<file path="config.mk">
export PLATFORM = sky130hd
export DESIGN_NAME = atomic_monitor_top
export DESIGN_NICKNAME = d
export VERILOG_FILES = /design/src/isa_pkg.sv /design/src/mon_pkg.sv /design/src/access_decoder.sv /design/src/exclusive_monitor.sv /design/src/sc_result_collector.sv /design/src/atomic_monitor_top.sv
export VERILOG_INCLUDE_DIRS = /design/src /design/src/src
export SDC_FILE = /design/constraint.sdc
export NUM_CORES = 1
export LEC_CHECK = 0
export BUFFER_PORTS_ARGS = -buffer_cell sky130_fd_sc_hd__buf_2
export CAP_MARGIN = 20
export CORE_UTILIZATION = 56
export DETAILED_ROUTE_END_ITERATION = 10
export PLACE_DENSITY = 0.72
export SYNTH_ARGS = -nofsm -noshare
export SYNTH_HDL_FRONTEND = slang
export SYNTH_HIERARCHICAL = 1
export SYNTH_SLANG_ARGS = --single-unit
export TNS_END_PERCENT = 30
</file>
<file path="constraint.sdc">
create_clock -name clk -period 3 [get_ports clk]
set_clock_uncertainty 0.15 [all_clocks]
set_input_delay 0.6 -clock clk [delete_from_list [all_inputs] [get_ports clk]]
set_output_delay 0.6 -clock clk [all_outputs]
set_load 0.005 [all_outputs]
</file>
<file path="src/amon_cfg.svh">
// sizing macros for the reservation unit, included by every package and module that needs them.
`ifndef AMON_CFG_SVH
`define AMON_CFG_SVH

// harts sharing the request port, one monitor each.
`define AMON_HARTS 4

// nested reservations per hart, must stay a power of two.
`define AMON_DEPTH 4

// address width.
`define AMON_XLEN 32

`endif

</file>
<file path="src/isa_pkg.sv">
// RISC-V encodings and the instruction word union, imported by the access decoder.
package isa_pkg;

	// major opcodes seen on the request port.
	typedef enum logic [6:0] {
		LOAD   = 7'b0000011,
		STORE  = 7'b0100011,
		ATOMIC = 7'b0101111
	} opcode_e;

	// A-extension funct5, everything past SC is a plain AMO.
	typedef enum logic [4:0] {
		AMOADD  = 5'b00000,
		AMOSWAP = 5'b00001,
		LR      = 5'b00010,
		SC      = 5'b00011,
		AMOXOR  = 5'b00100,
		AMOOR   = 5'b01000,
		AMOAND  = 5'b01100,
		AMOMIN  = 5'b10000,
		AMOMAX  = 5'b10100,
		AMOMINU = 5'b11000,
		AMOMAXU = 5'b11100
	} funct5_e;

	typedef struct packed {
		funct5_e    funct5;
		logic       aq;     // acquire ordering.
		logic       rl;     // release ordering.
		logic [4:0] rs2;
		logic [4:0] rs1;
		logic [2:0] funct3;
		logic [4:0] rd;
		opcode_e    opcode;
	} amo_fmt_t;

	typedef struct packed {
		logic [6:0] imm_hi;
		logic [4:0] rs2;
		logic [4:0] rs1;
		logic [2:0] funct3;
		logic [4:0] imm_lo;
		opcode_e    opcode;
	} st_fmt_t;

	// same 32 bits, read as atomic or as store.
	typedef union packed {
		amo_fmt_t amo_fmt;
		st_fmt_t  st_fmt;
	} instr_word_u;

endpackage : isa_pkg

</file>
<file path="src/mon_pkg.sv">
// monitor-side types for addresses, hart indices and reservation entries, shared by all modules.
`include "amon_cfg.svh"

package mon_pkg;

	// byte address of an access.
	typedef logic [`AMON_XLEN-1:0] addr_t;

	// index of the issuing hart.
	typedef logic [$clog2(`AMON_HARTS)-1:0] hart_t;

	// one slot of a hart's reservation stack.
	typedef struct packed {
		addr_t addr;
		logic  valid;
	} res_entry_t;

endpackage : mon_pkg

</file>
<file path="src/access_decoder.sv">
// registers the shared access and fans it out as per-hart LR/SC strobes and a broadcast write strobe.
`timescale 1ns/100ps
`include "amon_cfg.svh"

module access_decoder (
	input  logic                     clk,
	input  logic                     rst_n,
	input  logic                     update,     // one-cycle access strobe.
	input  mon_pkg::hart_t           hart,
	input  isa_pkg::instr_word_u     instr,
	input  mon_pkg::addr_t           addr,
	output logic [`AMON_HARTS-1:0]   lr_strobe,
	output logic [`AMON_HARTS-1:0]   sc_strobe,
	output logic                     wr_strobe,
	output mon_pkg::addr_t           addr_q
);

	import isa_pkg::*;

	logic                   is_atomic;
	logic                   is_lr;
	logic                   is_sc;
	logic                   is_store;
	logic                   is_write;
	logic [`AMON_HARTS-1:0] hart_sel;

	always_comb begin
		// atomic view gives the A-extension operation.
		is_atomic = instr.amo_fmt.opcode == ATOMIC;
		is_lr     = is_atomic && (instr.amo_fmt.funct5 == LR);
		is_sc     = is_atomic && (instr.amo_fmt.funct5 == SC);
		// store view for plain stores.
		is_store  = instr.st_fmt.opcode == STORE;
		// SC and every AMO modify memory, LR does not.
		is_write  = is_store || (is_atomic && !is_lr);
		hart_sel  = `AMON_HARTS'(1) << hart;   // one-hot issuing hart.
	end

	always_ff @(posedge clk, negedge rst_n) begin
		if (!rst_n) begin
			lr_strobe <= '0;
			sc_strobe <= '0;
			wr_strobe <= 1'b0;
		end else begin
			lr_strobe <= (update && is_lr) ? hart_sel : '0;   // issuing hart only.
			sc_strobe <= (update && is_sc) ? hart_sel : '0;
			wr_strobe <= update && is_write;                   // seen by every monitor.
		end
	end

	// address travels with the strobes.
	always_ff @(posedge clk) begin
		if (update) begin
			addr_q <= addr;
		end
	end

endmodule : access_decoder

</file>
<file path="src/exclusive_monitor.sv">
// per-hart reservation stack, cleared by matching writes and popped by SC to report success.
`timescale 1ns/100ps
`include "amon_cfg.svh"

module exclusive_monitor (
	input  logic           clk,
	input  logic           rst_n,
	input  logic           lr_strobe,    // push a reservation.
	input  logic           sc_strobe,    // pop and test the newest one.
	input  logic           wr_strobe,    // any hart wrote addr.
	input  mon_pkg::addr_t addr,
	output logic           success
);

	import mon_pkg::*;

	localparam int PTR_W = $clog2(`AMON_DEPTH);

	res_entry_t       stack [`AMON_DEPTH];
	logic [PTR_W-1:0] ptr;       // newest entry, all ones when empty.
	logic [PTR_W-1:0] ptr_push;
	res_entry_t       top;
	logic             addr_hit;

	always_comb begin
		ptr_push = ptr + 1'b1;   // wraps with the power of two depth.
		top      = stack[ptr];
		// word compare, byte offset ignored.
		addr_hit = addr[`AMON_XLEN-1:2] == top.addr[`AMON_XLEN-1:2];
		success  = sc_strobe && addr_hit && top.valid;
	end

	always_ff @(posedge clk, negedge rst_n) begin
		if (!rst_n) begin
			ptr <= '1;
		end else if (lr_strobe) begin
			ptr <= ptr_push;
		end else if (sc_strobe) begin
			ptr <= ptr - 1'b1;
		end
	end

	always_ff @(posedge clk, negedge rst_n) begin
		if (!rst_n) begin
			for (int i = 0; i < `AMON_DEPTH; i++) begin
				stack[i] <= '0;
			end
		end else if (lr_strobe) begin
			stack[ptr_push].addr  <= addr;
			stack[ptr_push].valid <= 1'b1;
		end else if (wr_strobe && addr_hit) begin
			// another store hit the lock word.
			stack[ptr].valid <= 1'b0;
		end
	end

endmodule : exclusive_monitor

</file>
<file path="src/sc_result_collector.sv">
// merges the per-hart SC outcomes into one registered result tagged with the issuing hart.
`timescale 1ns/100ps
`include "amon_cfg.svh"

module sc_result_collector (
	input  logic                   clk,
	input  logic                   rst_n,
	input  logic [`AMON_HARTS-1:0] sc_strobe,
	input  logic [`AMON_HARTS-1:0] success,
	output logic                   result_valid,
	output logic                   result_success,
	output mon_pkg::hart_t         result_hart
);

	import mon_pkg::*;

	logic  sc_any;
	hart_t sc_idx;

	always_comb begin
		sc_any = |sc_strobe;
		sc_idx = '0;
		// at most one bit set, plain encoder.
		for (int h = 0; h < `AMON_HARTS; h++) begin
			if (sc_strobe[h]) begin
				sc_idx = hart_t'(h);
			end
		end
	end

	always_ff @(posedge clk, negedge rst_n) begin
		if (!rst_n) begin
			result_valid   <= 1'b0;
			result_success <= 1'b0;
		end else begin
			result_valid   <= sc_any;
			result_success <= |success;   // success only rises with its strobe.
		end
	end

	always_ff @(posedge clk) begin
		if (sc_any) begin
			result_hart <= sc_idx;
		end
	end

endmodule : sc_result_collector

</file>
<file path="src/atomic_monitor_top.sv">
// top of the reservation unit, decoder feeding one monitor per hart and the result collector.
`timescale 1ns/100ps
`include "amon_cfg.svh"

module atomic_monitor_top (
	input  logic                 clk,
	input  logic                 rst_n,
	input  logic                 update,
	input  mon_pkg::hart_t       hart,
	input  isa_pkg::instr_word_u instr,
	input  mon_pkg::addr_t       addr,
	output logic                 result_valid,
	output logic                 result_success,
	output mon_pkg::hart_t       result_hart
);

	import mon_pkg::*;

	logic [`AMON_HARTS-1:0] lr_strobe;
	logic [`AMON_HARTS-1:0] sc_strobe;
	logic                   wr_strobe;
	addr_t                  addr_q;
	logic [`AMON_HARTS-1:0] success;

	access_decoder u_decoder (
		.clk       (clk),
		.rst_n     (rst_n),
		.update    (update),
		.hart      (hart),
		.instr     (instr),
		.addr      (addr),
		.lr_strobe (lr_strobe),
		.sc_strobe (sc_strobe),
		.wr_strobe (wr_strobe),
		.addr_q    (addr_q)
	);

	// one monitor per hart, writes broadcast to all.
	for (genvar g = 0; g < `AMON_HARTS; g++) begin : g_mon
		exclusive_monitor u_mon (
			.clk       (clk),
			.rst_n     (rst_n),
			.lr_strobe (lr_strobe[g]),
			.sc_strobe (sc_strobe[g]),
			.wr_strobe (wr_strobe),
			.addr      (addr_q),
			.success   (success[g])
		);
	end

	sc_result_collector u_collector (
		.clk            (clk),
		.rst_n          (rst_n),
		.sc_strobe      (sc_strobe),
		.success        (success),
		.result_valid   (result_valid),
		.result_success (result_success),
		.result_hart    (result_hart)
	);

endmodule : atomic_monitor_top

</file>
==> summary.md, run 1 <==
| Metric | Value |
|---|---|
| Status | finished clean |
| I/O Pins | 73 |
| Clock Latency Late Sink | 0.61 ns |
| Synth Instances | 1,553 |
| # fillers | 3,050 |
| Largest net degree at the start of global routing | 105 |
| R2R setup slack | 0.1 ns |
| Initial antenna violation count | 3 |
| Crit path cell chain | buf_4, mux4_2, xnor2_1, nand4_1, nor4_2, buf_4, and4bb_1, a31oi_1 |
| PortBufs | 50 |
| CTS clk-pin slew, worst paths | 0.06 ns |
| Vias | 13,800 |
| Period utilization | 0.968 |
| Clock root cell | clkbuf_16 |
| Final global-route overflow total | 0 |
| Cell mode on critical path | buf_4 |
| Initial cell density of the core | 0.571 |
| Setup TNS | 0 ns |
| PwrDens | 530 nW/um2 |
| Row Count | 76 |
| WL per Instance | 23.1 um |
| RSZ-0062 raised after global routing | true |
| Syn Nets | 1,638 |
| Family with the most delay on the worst path | simple AND/OR/NAND/NOR gates |
| CTS tree | built |
| Post-DP HPWL | 35,700 um |
| WP buf/inv | 2 |
| Fmax achieved | 344 MHz |
| Remaining antenna violation count after routing | 0 |
| Clk buf depth | 3 |
| Vias/cell | 5.90 |
| Max incr delay on CP | 0.57 ns |
| H-tree Lvls | 2 |
| Syn-to-layout area delta | 15.0% |
| CTS Buf Count | 56 |
| Layout cells sized above 1 | 0.401 |
| CP Capture Type | flop |
| Slowest-stage cell, CP | dfstp_2 |
| Die Y | 212 um |
| Depth of the most critical reg-to-reg path | 8 |
| CORE AREA | 43,400 um2 |
| Hold Path Depth | 1 |
| Nets | 1,791 |
| Hold Path Origin | addr[18] |
| Min cycle time layout | 2.90 ns |
| Final WL | 54,100 um |
| First-pass GRT wire length | 86,900 um |
| Crit Path Class | flop to flop |
| Critical path startpoint category | flop |
| Iteration-0 DRC Markers | 758 |
| Reg2reg end | g_mon[0].u_mon/stack[33]$_DFFE_PN0P_ |
| Syn_area_per_cell | 16.0 um2 |
| Die W | 212 um |
| Final Setup Violations | 0 |
| Drt drc | 0 |
| Die area | 45,100 um2 |
| Lkg Pwr | 13.6 nW |
| Relative slew margins | 0.410 |
| Mapped Area | 24,800 um2 |
| Synth warn | 6 |
| Drt pass-1 iters | 4 |
| Tot GR Track Use | 0.256 |
| Total power draw | 0.0151 W |
| Most frequent cells in the layout | dfrtp_1, mux2_2, mux2_1, mux4_2, xnor2_1 |
| Hold EP | u_decoder/addr_q[18]$_DFFE_PP_ |
| Critical Path Fanout Max | 4 |
| Required @ worst endpoint | 3.32 ns |
| Clock Sinks | 547 |
| GPL Wtd Cong | 0.868 |
| Max Cap Viol | 0 |
| Reg2reg start | g_mon[0].u_mon/ptr[0]$_DFFE_PN1P_ |
| Hold Slack | 0.0228 ns |
| Worst slew pin tran | 0.885 ns |
| Worst hold path class | input port to flop |
| Final Hold Viols | 0 |
| Commonest non-fill, non-tap cell in the layout | dfrtp_1 |
| Slew Viols, Final | 0 |
| Vias in the first global route | 14,800 |
| Peak VDD IR | 0.421 mV |
| Critical path arrival | 3.22 ns |
==> report_power, final <==
group / switching, W / total (W) / leakage, nW / internal (W)
Combinational: 0.000347 / 0.000552 / 5.21 / 0.000205
Clock: 0.00289 / 0.00690 / 0.912 / 0.00401
Sequential: 0.000170 / 0.00765 / 7.48 / 0.00748
==> state kept, by name (all words and copies together) (netlist names) <==
register / flops
g_mon.u_mon/ptr: 8
g_mon.u_mon/stack: 496
u_collector/result_hart: 2
u_collector/result_success: 1
u_collector/result_valid: 1
u_decoder/addr_q: 30
u_decoder/lr_strobe: 4
u_decoder/sc_strobe: 4
u_decoder/wr_strobe: 1
==> worst register-to-register path, stage by stage (launching register included) <==
cell	delay [ns]
dfstp_2	0.57
buf_4	0.14
mux4_2	0.51
xnor2_1	0.41
nand4_1	0.18
nor4_2	0.28
buf_4	0.16
and4bb_1	0.27
a31oi_1	0.11
==> how the worst max path moves through the flow <==
| stage | startpoint | endpoint | cells past startpoint |
|---|---|---|---|
| 4_1_cts | g_mon[0].u_mon/ptr[0]$_DFFE_PN1P_ | g_mon[0].u_mon/stack[33]$_DFFE_PN0P_ | 8 |
| 3_5_place_dp | g_mon[0].u_mon/ptr[0]$_DFFE_PN1P_ | g_mon[0].u_mon/stack[33]$_DFFE_PN0P_ | 8 |
| 3_3_place_gp | g_mon[0].u_mon/ptr[0]$_DFFE_PN1P_ | g_mon[0].u_mon/stack[33]$_DFFE_PN0P_ | 8 |
| 2_1_floorplan | g_mon[3].u_mon/ptr[1]$_DFFE_PN1P_ | u_collector/result_success$_DFF_PN0_ | 8 |
| 6_report | g_mon[0].u_mon/ptr[0]$_DFFE_PN1P_ | g_mon[0].u_mon/stack[33]$_DFFE_PN0P_ | 8 |
| 5_1_grt | g_mon[1].u_mon/ptr[0]$_DFFE_PN1P_ | g_mon[1].u_mon/stack[66]$_DFFE_PN0P_ | 8 |
==> per-layer routing <==
metal,GRT usage,wire length (um),up-vias
met5,0,13,-
met4,0.0655,1020,2
met3,0.0375,2210,66
met1,0.385,25700,7387
li1,-,-,6090
met2,0.393,25200,251
==> stage by stage <==
stage,worst slack [ns],cells,utilization,cell area (um2)
floorplan,0.245,1553,-,24800
global placement,0.0494,2212,0.609,26400
detailed placement,0.0208,2212,0.609,26400
CTS,0.0237,2332,0.654,28400
global route,-0.0110,2339,0.657,28500
finish,0.0958,2340,0.657,28500
==> area by class of cell <==
type                       instances  area (um2)  area share
antenna                            1        2.50   0.0000878
clock buffer                      78        1620      0.0567
clock inverter                    28         218     0.00764
inverter                           9        33.8     0.00119
multi-input combinational        913       10500       0.369
sequential                       547       13900       0.486
tap                              585         732      0.0257
timing repair buffer             179        1510      0.0531
==> timing repair <==
item / in CTS / in global routing
endpoints found under the hold margin: 42 / 0
hold buffers: 13 / 0
setup endpoints to repair: 3 / 12
resized for setup: 0 / 8
cloned: 0 / 0
buffers inserted: 1 / 7
Note: power is estimated with default switching activity, not from simulation.
==> run 2: changes to the inputs <==
--- a/config.mk
+++ b/config.mk
@@ -8,9 +8,9 @@
 export LEC_CHECK = 0
 export BUFFER_PORTS_ARGS = -buffer_cell sky130_fd_sc_hd__buf_2
 export CAP_MARGIN = 20
-export CORE_UTILIZATION = 56
+export CORE_UTILIZATION = 30
 export DETAILED_ROUTE_END_ITERATION = 10
-export PLACE_DENSITY = 0.72
+export PLACE_DENSITY = 0.42
 export SYNTH_ARGS = -nofsm -noshare
 export SYNTH_HDL_FRONTEND = slang
 export SYNTH_HIERARCHICAL = 1
==> run 2 against run 1 <==
Net effect:
- routed wire length up 19%
- critical path depth unchanged
- sequential power barely moved
- core utilization shrank 29 points
- clock power rose by 20%
- global-route usage is 9.5 points lower
- worst setup slack got worse by 0.038 ns
- largest cell class unchanged
- hold slack improved by 0.019 ns
- highest routed layer is now met4
==> summary.md, run 2 (synthesis results as in run 1) <==
| Metric | Value |
|---|---|
| Layout cells sized above 1 | 0.415 |
| Period utilization | 0.981 |
| Post-DP HPWL | 42,200 um |
| Max Cap Viol | 0 |
| Vias in the first global route | 15,100 |
| H-tree Lvls | 3 |
| Final global-route overflow total | 0 |
| CORE AREA | 81,800 um2 |
| Die Y | 289 um |
| Critical path startpoint category | flop |
| Register with the most flip-flops | g_mon.u_mon/stack |
| Largest register FFs | 496 |
| Vias | 13,800 |
| Max incr delay on CP | 0.63 ns |
| Most frequent cells in the layout | dfrtp_1, mux2_2, mux2_1, mux4_2, xnor2_1 |
| CP Capture Type | flop |
| Iteration-0 DRC Markers | 784 |
| Die W | 289 um |
| WL per Instance | 22.5 um |
| Core Util, Final | 0.365 |
| Peak VDD IR | 0.340 mV |
| Status | finished clean |
| Critical path arrival | 3.25 ns |
| Remaining antenna violation count after routing | 0 |
| RSZ-0062 raised after global routing | true |
| Final WL | 64,600 um |
| Initial antenna violation count | 2 |
| Nets | 1,831 |
| Crit path cell chain | buf_12, mux4_2, xnor2_2, nand4_1, nor4_4, buf_4, and4bb_2, a31oi_1 |
| Row Count | 105 |
| Worst slew pin tran | 0.897 ns |
| Largest net degree at the start of global routing | 84 |
| GPL Wtd Cong | 0.722 |
| Die area | 83,700 um2 |
| Drt drc | 0 |
| Clock root cell | clkbuf_16 |
| CTS clk-pin slew, worst paths | 0.06 ns |
| Critical Path Fanout Max | 10 |
| Final Setup Violations | 0 |
| First-pass GRT wire length | 99,700 um |
| Clock Latency Late Sink | 0.60 ns |
| Placed instance count | 2,718 |
| PortBufs | 50 |
| Final instance area | 29,900 um2 |
| Initial cell density of the core | 0.303 |
| Final Hold Viols | 0 |
| I/O Pins | 73 |
| Regs by FF count | g_mon.u_mon/stack x496, u_decoder/addr_q x30, g_mon.u_mon/ptr x8 |
| Crit Path Class | flop to flop |
| # fillers | 7,737 |
| Commonest non-fill, non-tap cell in the layout | dfrtp_1 |
| Clk buf depth | 3 |
| Fmax achieved | 340 MHz |
| Min cycle time layout | 2.94 ns |
| Relative slew margins | 0.402 |
| PwrDens | 556 nW/um2 |
| CTS tree | built |
| Tot GR Track Use | 0.161 |
| Required @ worst endpoint | 3.30 ns |
| Slew Viols, Final | 0 |
| CTS Buf Count | 67 |
| Vias/cell | 4.81 |
| Multi-input gate area | 10,500 um2 |
| Register area | 13,900 um2 |
| Clock Sinks | 547 |
| Worst hold path class | input port to flop |
| Syn-to-layout area delta | 20.7% |
| Finished Layout Cells | 2,869 |
| Dpl cell area | 27,300 um2 |
| Drt pass-1 iters | 5 |
| Lkg Pwr | 14.0 nW |
| Slowest-stage cell, CP | dfstp_2 |
[run 2: cell types whose count changed in the layout (fill, tap and decap cells not counted), moves of 2 or more]
cell           change
buf_12             +7
buf_4             +15
clkbuf_1           +6
clkbuf_16         +15
clkbuf_8          +10
clkinv_1           -8
clkinv_2           -6
dlygate4sd3_1      +5
xnor2_1            -2
xnor2_2            +2
[run 2: per-layer routing]
metal	track usage	part of all wire	vias up
met4	0.0403	0.014	0
met3	0.0242	0.037	59
li1	-	-	6171
met2	0.245	0.46	193
met1	0.238	0.49	7379
met5	0	0	-
[run 2: power by group]
group	total (W)	internal (W)	switching, W
clock	0.00831	0.00514	0.00316
combinational	0.000690	0.000254	0.000436
sequential	0.00762	0.00748	0.000137
total	0.0166	0.0129	0.00373
[run 2: worst paths after layout]
path	cells past startpoint	end	start	slack, ns
max	8	g_mon[0].u_mon/stack[66]$_DFFE_PN0P_	g_mon[0].u_mon/ptr[0]$_DFFE_PN1P_	0.06
min	1	u_decoder/addr_q[13]$_DFFE_PP_	addr[13]	0.04
max reg2reg	8	g_mon[0].u_mon/stack[66]$_DFFE_PN0P_	g_mon[0].u_mon/ptr[0]$_DFFE_PN1P_	0.06
min reg2reg	1	g_mon[0].u_mon/stack[57]$_DFFE_PN0P_	g_mon[0].u_mon/stack[57]$_DFFE_PN0P_	0.33
max in group asynchronous	3	g_mon[0].u_mon/stack[48]$_DFFE_PN0P_	rst_n	1.41
min in group asynchronous	2	g_mon[3].u_mon/stack[5]$_DFFE_PN0P_	rst_n	0.39
[run 2: layout make-up]
class                      instances  area share
antenna                            1   0.0000837
clock buffer                     109      0.0720
clock inverter                    12     0.00444
inverter                           9     0.00113
multi-input combinational        913       0.353
sequential                       547       0.463
tap                             1070      0.0448
timing repair buffer             208      0.0615
[run 2: through the flow]
| stage | total power, W | TNS (ns) | worst slack (ns) | hold slack, ns |
|---|---|---|---|---|
| finish | 0.0166 | 0 | 0.0574 | 0.0419 |
| detailed placement | 0.00845 | -1.21 | -0.255 | 0.326 |
| CTS | 0.0170 | 0 | 0.00812 | 0.00274 |
| global placement | 0.00844 | -1.05 | -0.222 | 0.318 |
| global route | 0.0173 | -0.474 | -0.0784 | 0.0193 |
| floorplan | 0.00789 | 0 | 0.245 | 0.154 |
[run 2: what timing repair did]
item                       CTS  global route
gates resized for setup      3            12
gates cloned                 1             0
setup buffers                3             8
hold buffers                18             0
setup endpoints to repair    5            13
pin swaps                    2             8
hold endpoints to repair    51             0
[run 2: critical path, delay by kind of cell (launching register included)]
kind | cells | cell delay (ns)
compound gates | 1 | 0.10
xor+xnor | 1 | 0.16
buf+inv | 2 | 0.34
flops | 1 | 0.63
mux | 1 | 0.54
simple gates | 3 | 0.89
==> run 3: changes to the inputs <==
--- a/config.mk
+++ b/config.mk
@@ -9,8 +9,10 @@
 export BUFFER_PORTS_ARGS = -buffer_cell sky130_fd_sc_hd__buf_2
 export CAP_MARGIN = 20
 export CORE_UTILIZATION = 30
+export CTS_BUF_LIST = sky130_fd_sc_hd__clkbuf_4
 export DETAILED_ROUTE_END_ITERATION = 10
 export PLACE_DENSITY = 0.42
+export REMOVE_ABC_BUFFERS = 1
 export SYNTH_ARGS = -nofsm -noshare
 export SYNTH_HDL_FRONTEND = slang
 export SYNTH_HIERARCHICAL = 1
==> run 3 against run 2 <==
Net effect:
- die area stayed put
- core utilization barely moved
- first-iteration DRC count is 28% lower
- via count is 6.7% higher
- largest power group is now sequential cells
- highest routed layer is now met5
==> summary.md, run 3 (synthesis results as in run 1) <==
| Metric | Value |
|---|---|
| Die W | 289 um |
| Critical Path Fanout Max | 19 |
| Period utilization | 0.980 |
| Final Setup Violations | 0 |
| Initial antenna violation count | 3 |
| Crit Path Class | flop to flop |
| PwrDens | 519 nW/um2 |
| Drt drc | 0 |
| Reg2reg start | g_mon[2].u_mon/ptr[0]$_DFFE_PN1P_ |
| Largest register FFs | 496 |
| CTS tree | built |
| GPL Wtd Cong | 0.746 |
| Slowest-stage cell, CP | dfstp_2 |
| Lkg Pwr | 14.1 nW |
| Row Count | 105 |
| CP Capture Type | flop |
| WP buf/inv | 2 |
| Syn-to-layout area delta | 20.9% |
| I/O Pins | 73 |
| Commonest non-fill, non-tap cell in the layout | dfrtp_1 |
| Total power draw | 0.0155 W |
| Clock Sinks | 547 |
| Depth of the most critical reg-to-reg path | 8 |
| Initial cell density of the core | 0.303 |
| Finished Layout Cells | 3,047 |
| Reg2reg end | g_mon[2].u_mon/stack[99]$_DFFE_PN0P_ |
| Remaining antenna violation count after routing | 0 |
| R2R setup slack | 0.06 ns |
| Combinational share of power | 0.043 |
| Switch Pwr | 0.00390 W |
| Final Hold Viols | 0 |
| Layout cells sized above 1 | 0.444 |
| Slew Viols, Final | 0 |
| Max incr delay on CP | 0.55 ns |
| Worst slew pin tran | 0.965 ns |
| Die Y | 289 um |
| Net Sw Frac | 0.251 |
| Clock power share | 0.465 |
| CTS Buf Count | 162 |
| Required @ worst endpoint | 3.66 ns |
| CP Launch Point | g_mon[2].u_mon/ptr[0]$_DFFE_PN1P_ |
| Setup TNS | 0 ns |
| Clock root cell | clkbuf_4 |
| Internal | 0.0116 W |
| Worst hold path class | input port to flop |
| Vias in the first global route | 16,200 |
| H-tree Lvls | 4 |
| Placed instance count | 2,702 |
| Vias/cell | 4.83 |
| Clk buf depth | 3 |
| CP Capture Point | g_mon[2].u_mon/stack[99]$_DFFE_PN0P_ |
| Status | finished clean |
| Family with the most delay on the worst path | simple AND/OR/NAND/NOR gates |
| Die area | 83,700 um2 |
| Peak VDD IR | 0.303 mV |
| CORE AREA | 81,800 um2 |
| Iteration-0 DRC Markers | 566 |
| Seq pwr share | 0.491 |
| Critical path arrival | 3.60 ns |
| Most frequent cells in the layout | dfrtp_1, mux2_2, clkbuf_4, mux2_1 |
| RSZ-0062 raised after global routing | true |
| Max Cap Viol | 0 |
| First-pass GRT wire length | 102,000 um |
| CTS clk-pin slew, worst paths | 0.06 ns |
| Nets | 1,937 |
| Clock Latency Late Sink | 1.00 ns |
| Drt pass-1 iters | 4 |
| PortBufs | 50 |
| Critical path startpoint category | flop |
| Largest net degree at the start of global routing | 82 |
| Fmax achieved | 340 MHz |
| Crit path cell chain | buf_12, mux4_2, xnor2_1, nand4_1, nor4_2, buf_4, and4bb_2, a31oi_1 |
| Register with the most flip-flops | g_mon.u_mon/stack |
| Final global-route overflow total | 0 |
| Stages on the worst setup path | 8 |
| Relative slew margins | 0.357 |
| Tot GR Track Use | 0.166 |
| Min cycle time layout | 2.94 ns |
| Vias | 14,700 |
| Final WL | 66,600 um |
| Post-DP HPWL | 40,600 um |
| WL per Instance | 21.9 um |
| Regs by FF count | g_mon.u_mon/stack x496, u_decoder/addr_q x30, g_mon.u_mon/ptr x8 |
run 3: cell count changes in the layout (fill, tap and decap cells not counted), moves of 7 or more:
| cell | change |
|---|---|
| buf_4 | -27 |
| clkbuf_1 | -17 |
| clkbuf_16 | -73 |
| clkbuf_4 | +240 |
| clkbuf_8 | -19 |
| clkinv_1 | +29 |
| clkinv_2 | -7 |
| dlygate4sd3_1 | +34 |
run 3: metal layers:
layer | vias to the layer above | track usage | wire [um]
li1 | 6501 | - | -
met1 | 7809 | 0.232 | 32500
met2 | 295 | 0.250 | 29800
met3 | 114 | 0.0388 | 2890
met4 | 2 | 0.0607 | 1440
met5 | - | 0 | 8
run 3: worst reg2reg max path: stages, from the launching register on:
cell and delay (ns):
dfstp_2 0.55, buf_12 0.21, mux4_2 0.60, xnor2_1 0.18
nand4_1 0.16, nor4_2 0.30, buf_4 0.21, and4bb_2 0.32
a31oi_1 0.10
run 3: power by group through the flow:
stage	logic, W	registers (W)	clock network, W
floorplan	0.000142	0.00775	0
global placement	0.000629	0.00777	0
detailed placement	0.000635	0.00777	0
CTS	0.000694	0.00764	0.00762
global route	0.000753	0.00764	0.00800
finish	0.000675	0.00763	0.00723
run 3: final cells by class:
type	instances	area (um2)
antenna	5	12.5
clock buffer	240	1800
tap	1070	1340
fill	7871	51900
multi-input combinational	913	10500
inverter	9	33.8
sequential	547	13900
timing repair buffer	219	2090
clock inverter	44	274
run 3: repair_timing:
item	in CTS	in global routing
setup endpoints to repair	9	14
hold buffers	53	0
resized for setup	5	9
pin swaps	2	5
cloned	1	0
hold endpoints to repair	575	0
setup buffers	1	1
run 3: how the worst min path moves through the flow:
stage                                           endpoint  slack, ns                                  from  cells past startpoint
floorplan            g_mon[0].u_mon/stack[0]$_DFFE_PN0P_       0.15                                 rst_n                      0
global placement     g_mon[0].u_mon/stack[6]$_DFFE_PN0P_       0.32   g_mon[0].u_mon/stack[6]$_DFFE_PN0P_                      1
detailed placement  g_mon[2].u_mon/stack[12]$_DFFE_PN0P_       0.33  g_mon[2].u_mon/stack[12]$_DFFE_PN0P_                      1
CTS                     u_decoder/lr_strobe[3]$_DFF_PN0_      0.007                              instr[6]                      4
global route               u_decoder/addr_q[8]$_DFFE_PP_       0.10                               addr[8]                      2
finish                  u_decoder/lr_strobe[3]$_DFF_PN0_       0.15                              instr[6]                      4
run 3: metrics by stage:
stage / area, um2 / util / setup WS, ns / hold WS, ns
2_1_floorplan: 24400 / - / -0.0644 / 0.154
3_3_place_gp: 27200 / 0.332 / -0.170 / 0.318
3_5_place_dp: 27200 / 0.332 / -0.158 / 0.326
4_1_cts: 29900 / 0.365 / 0.0103 / 0.00713
5_1_grt: 29900 / 0.366 / -0.0642 / 0.102
6_report: 29900 / 0.366 / 0.0592 / 0.148
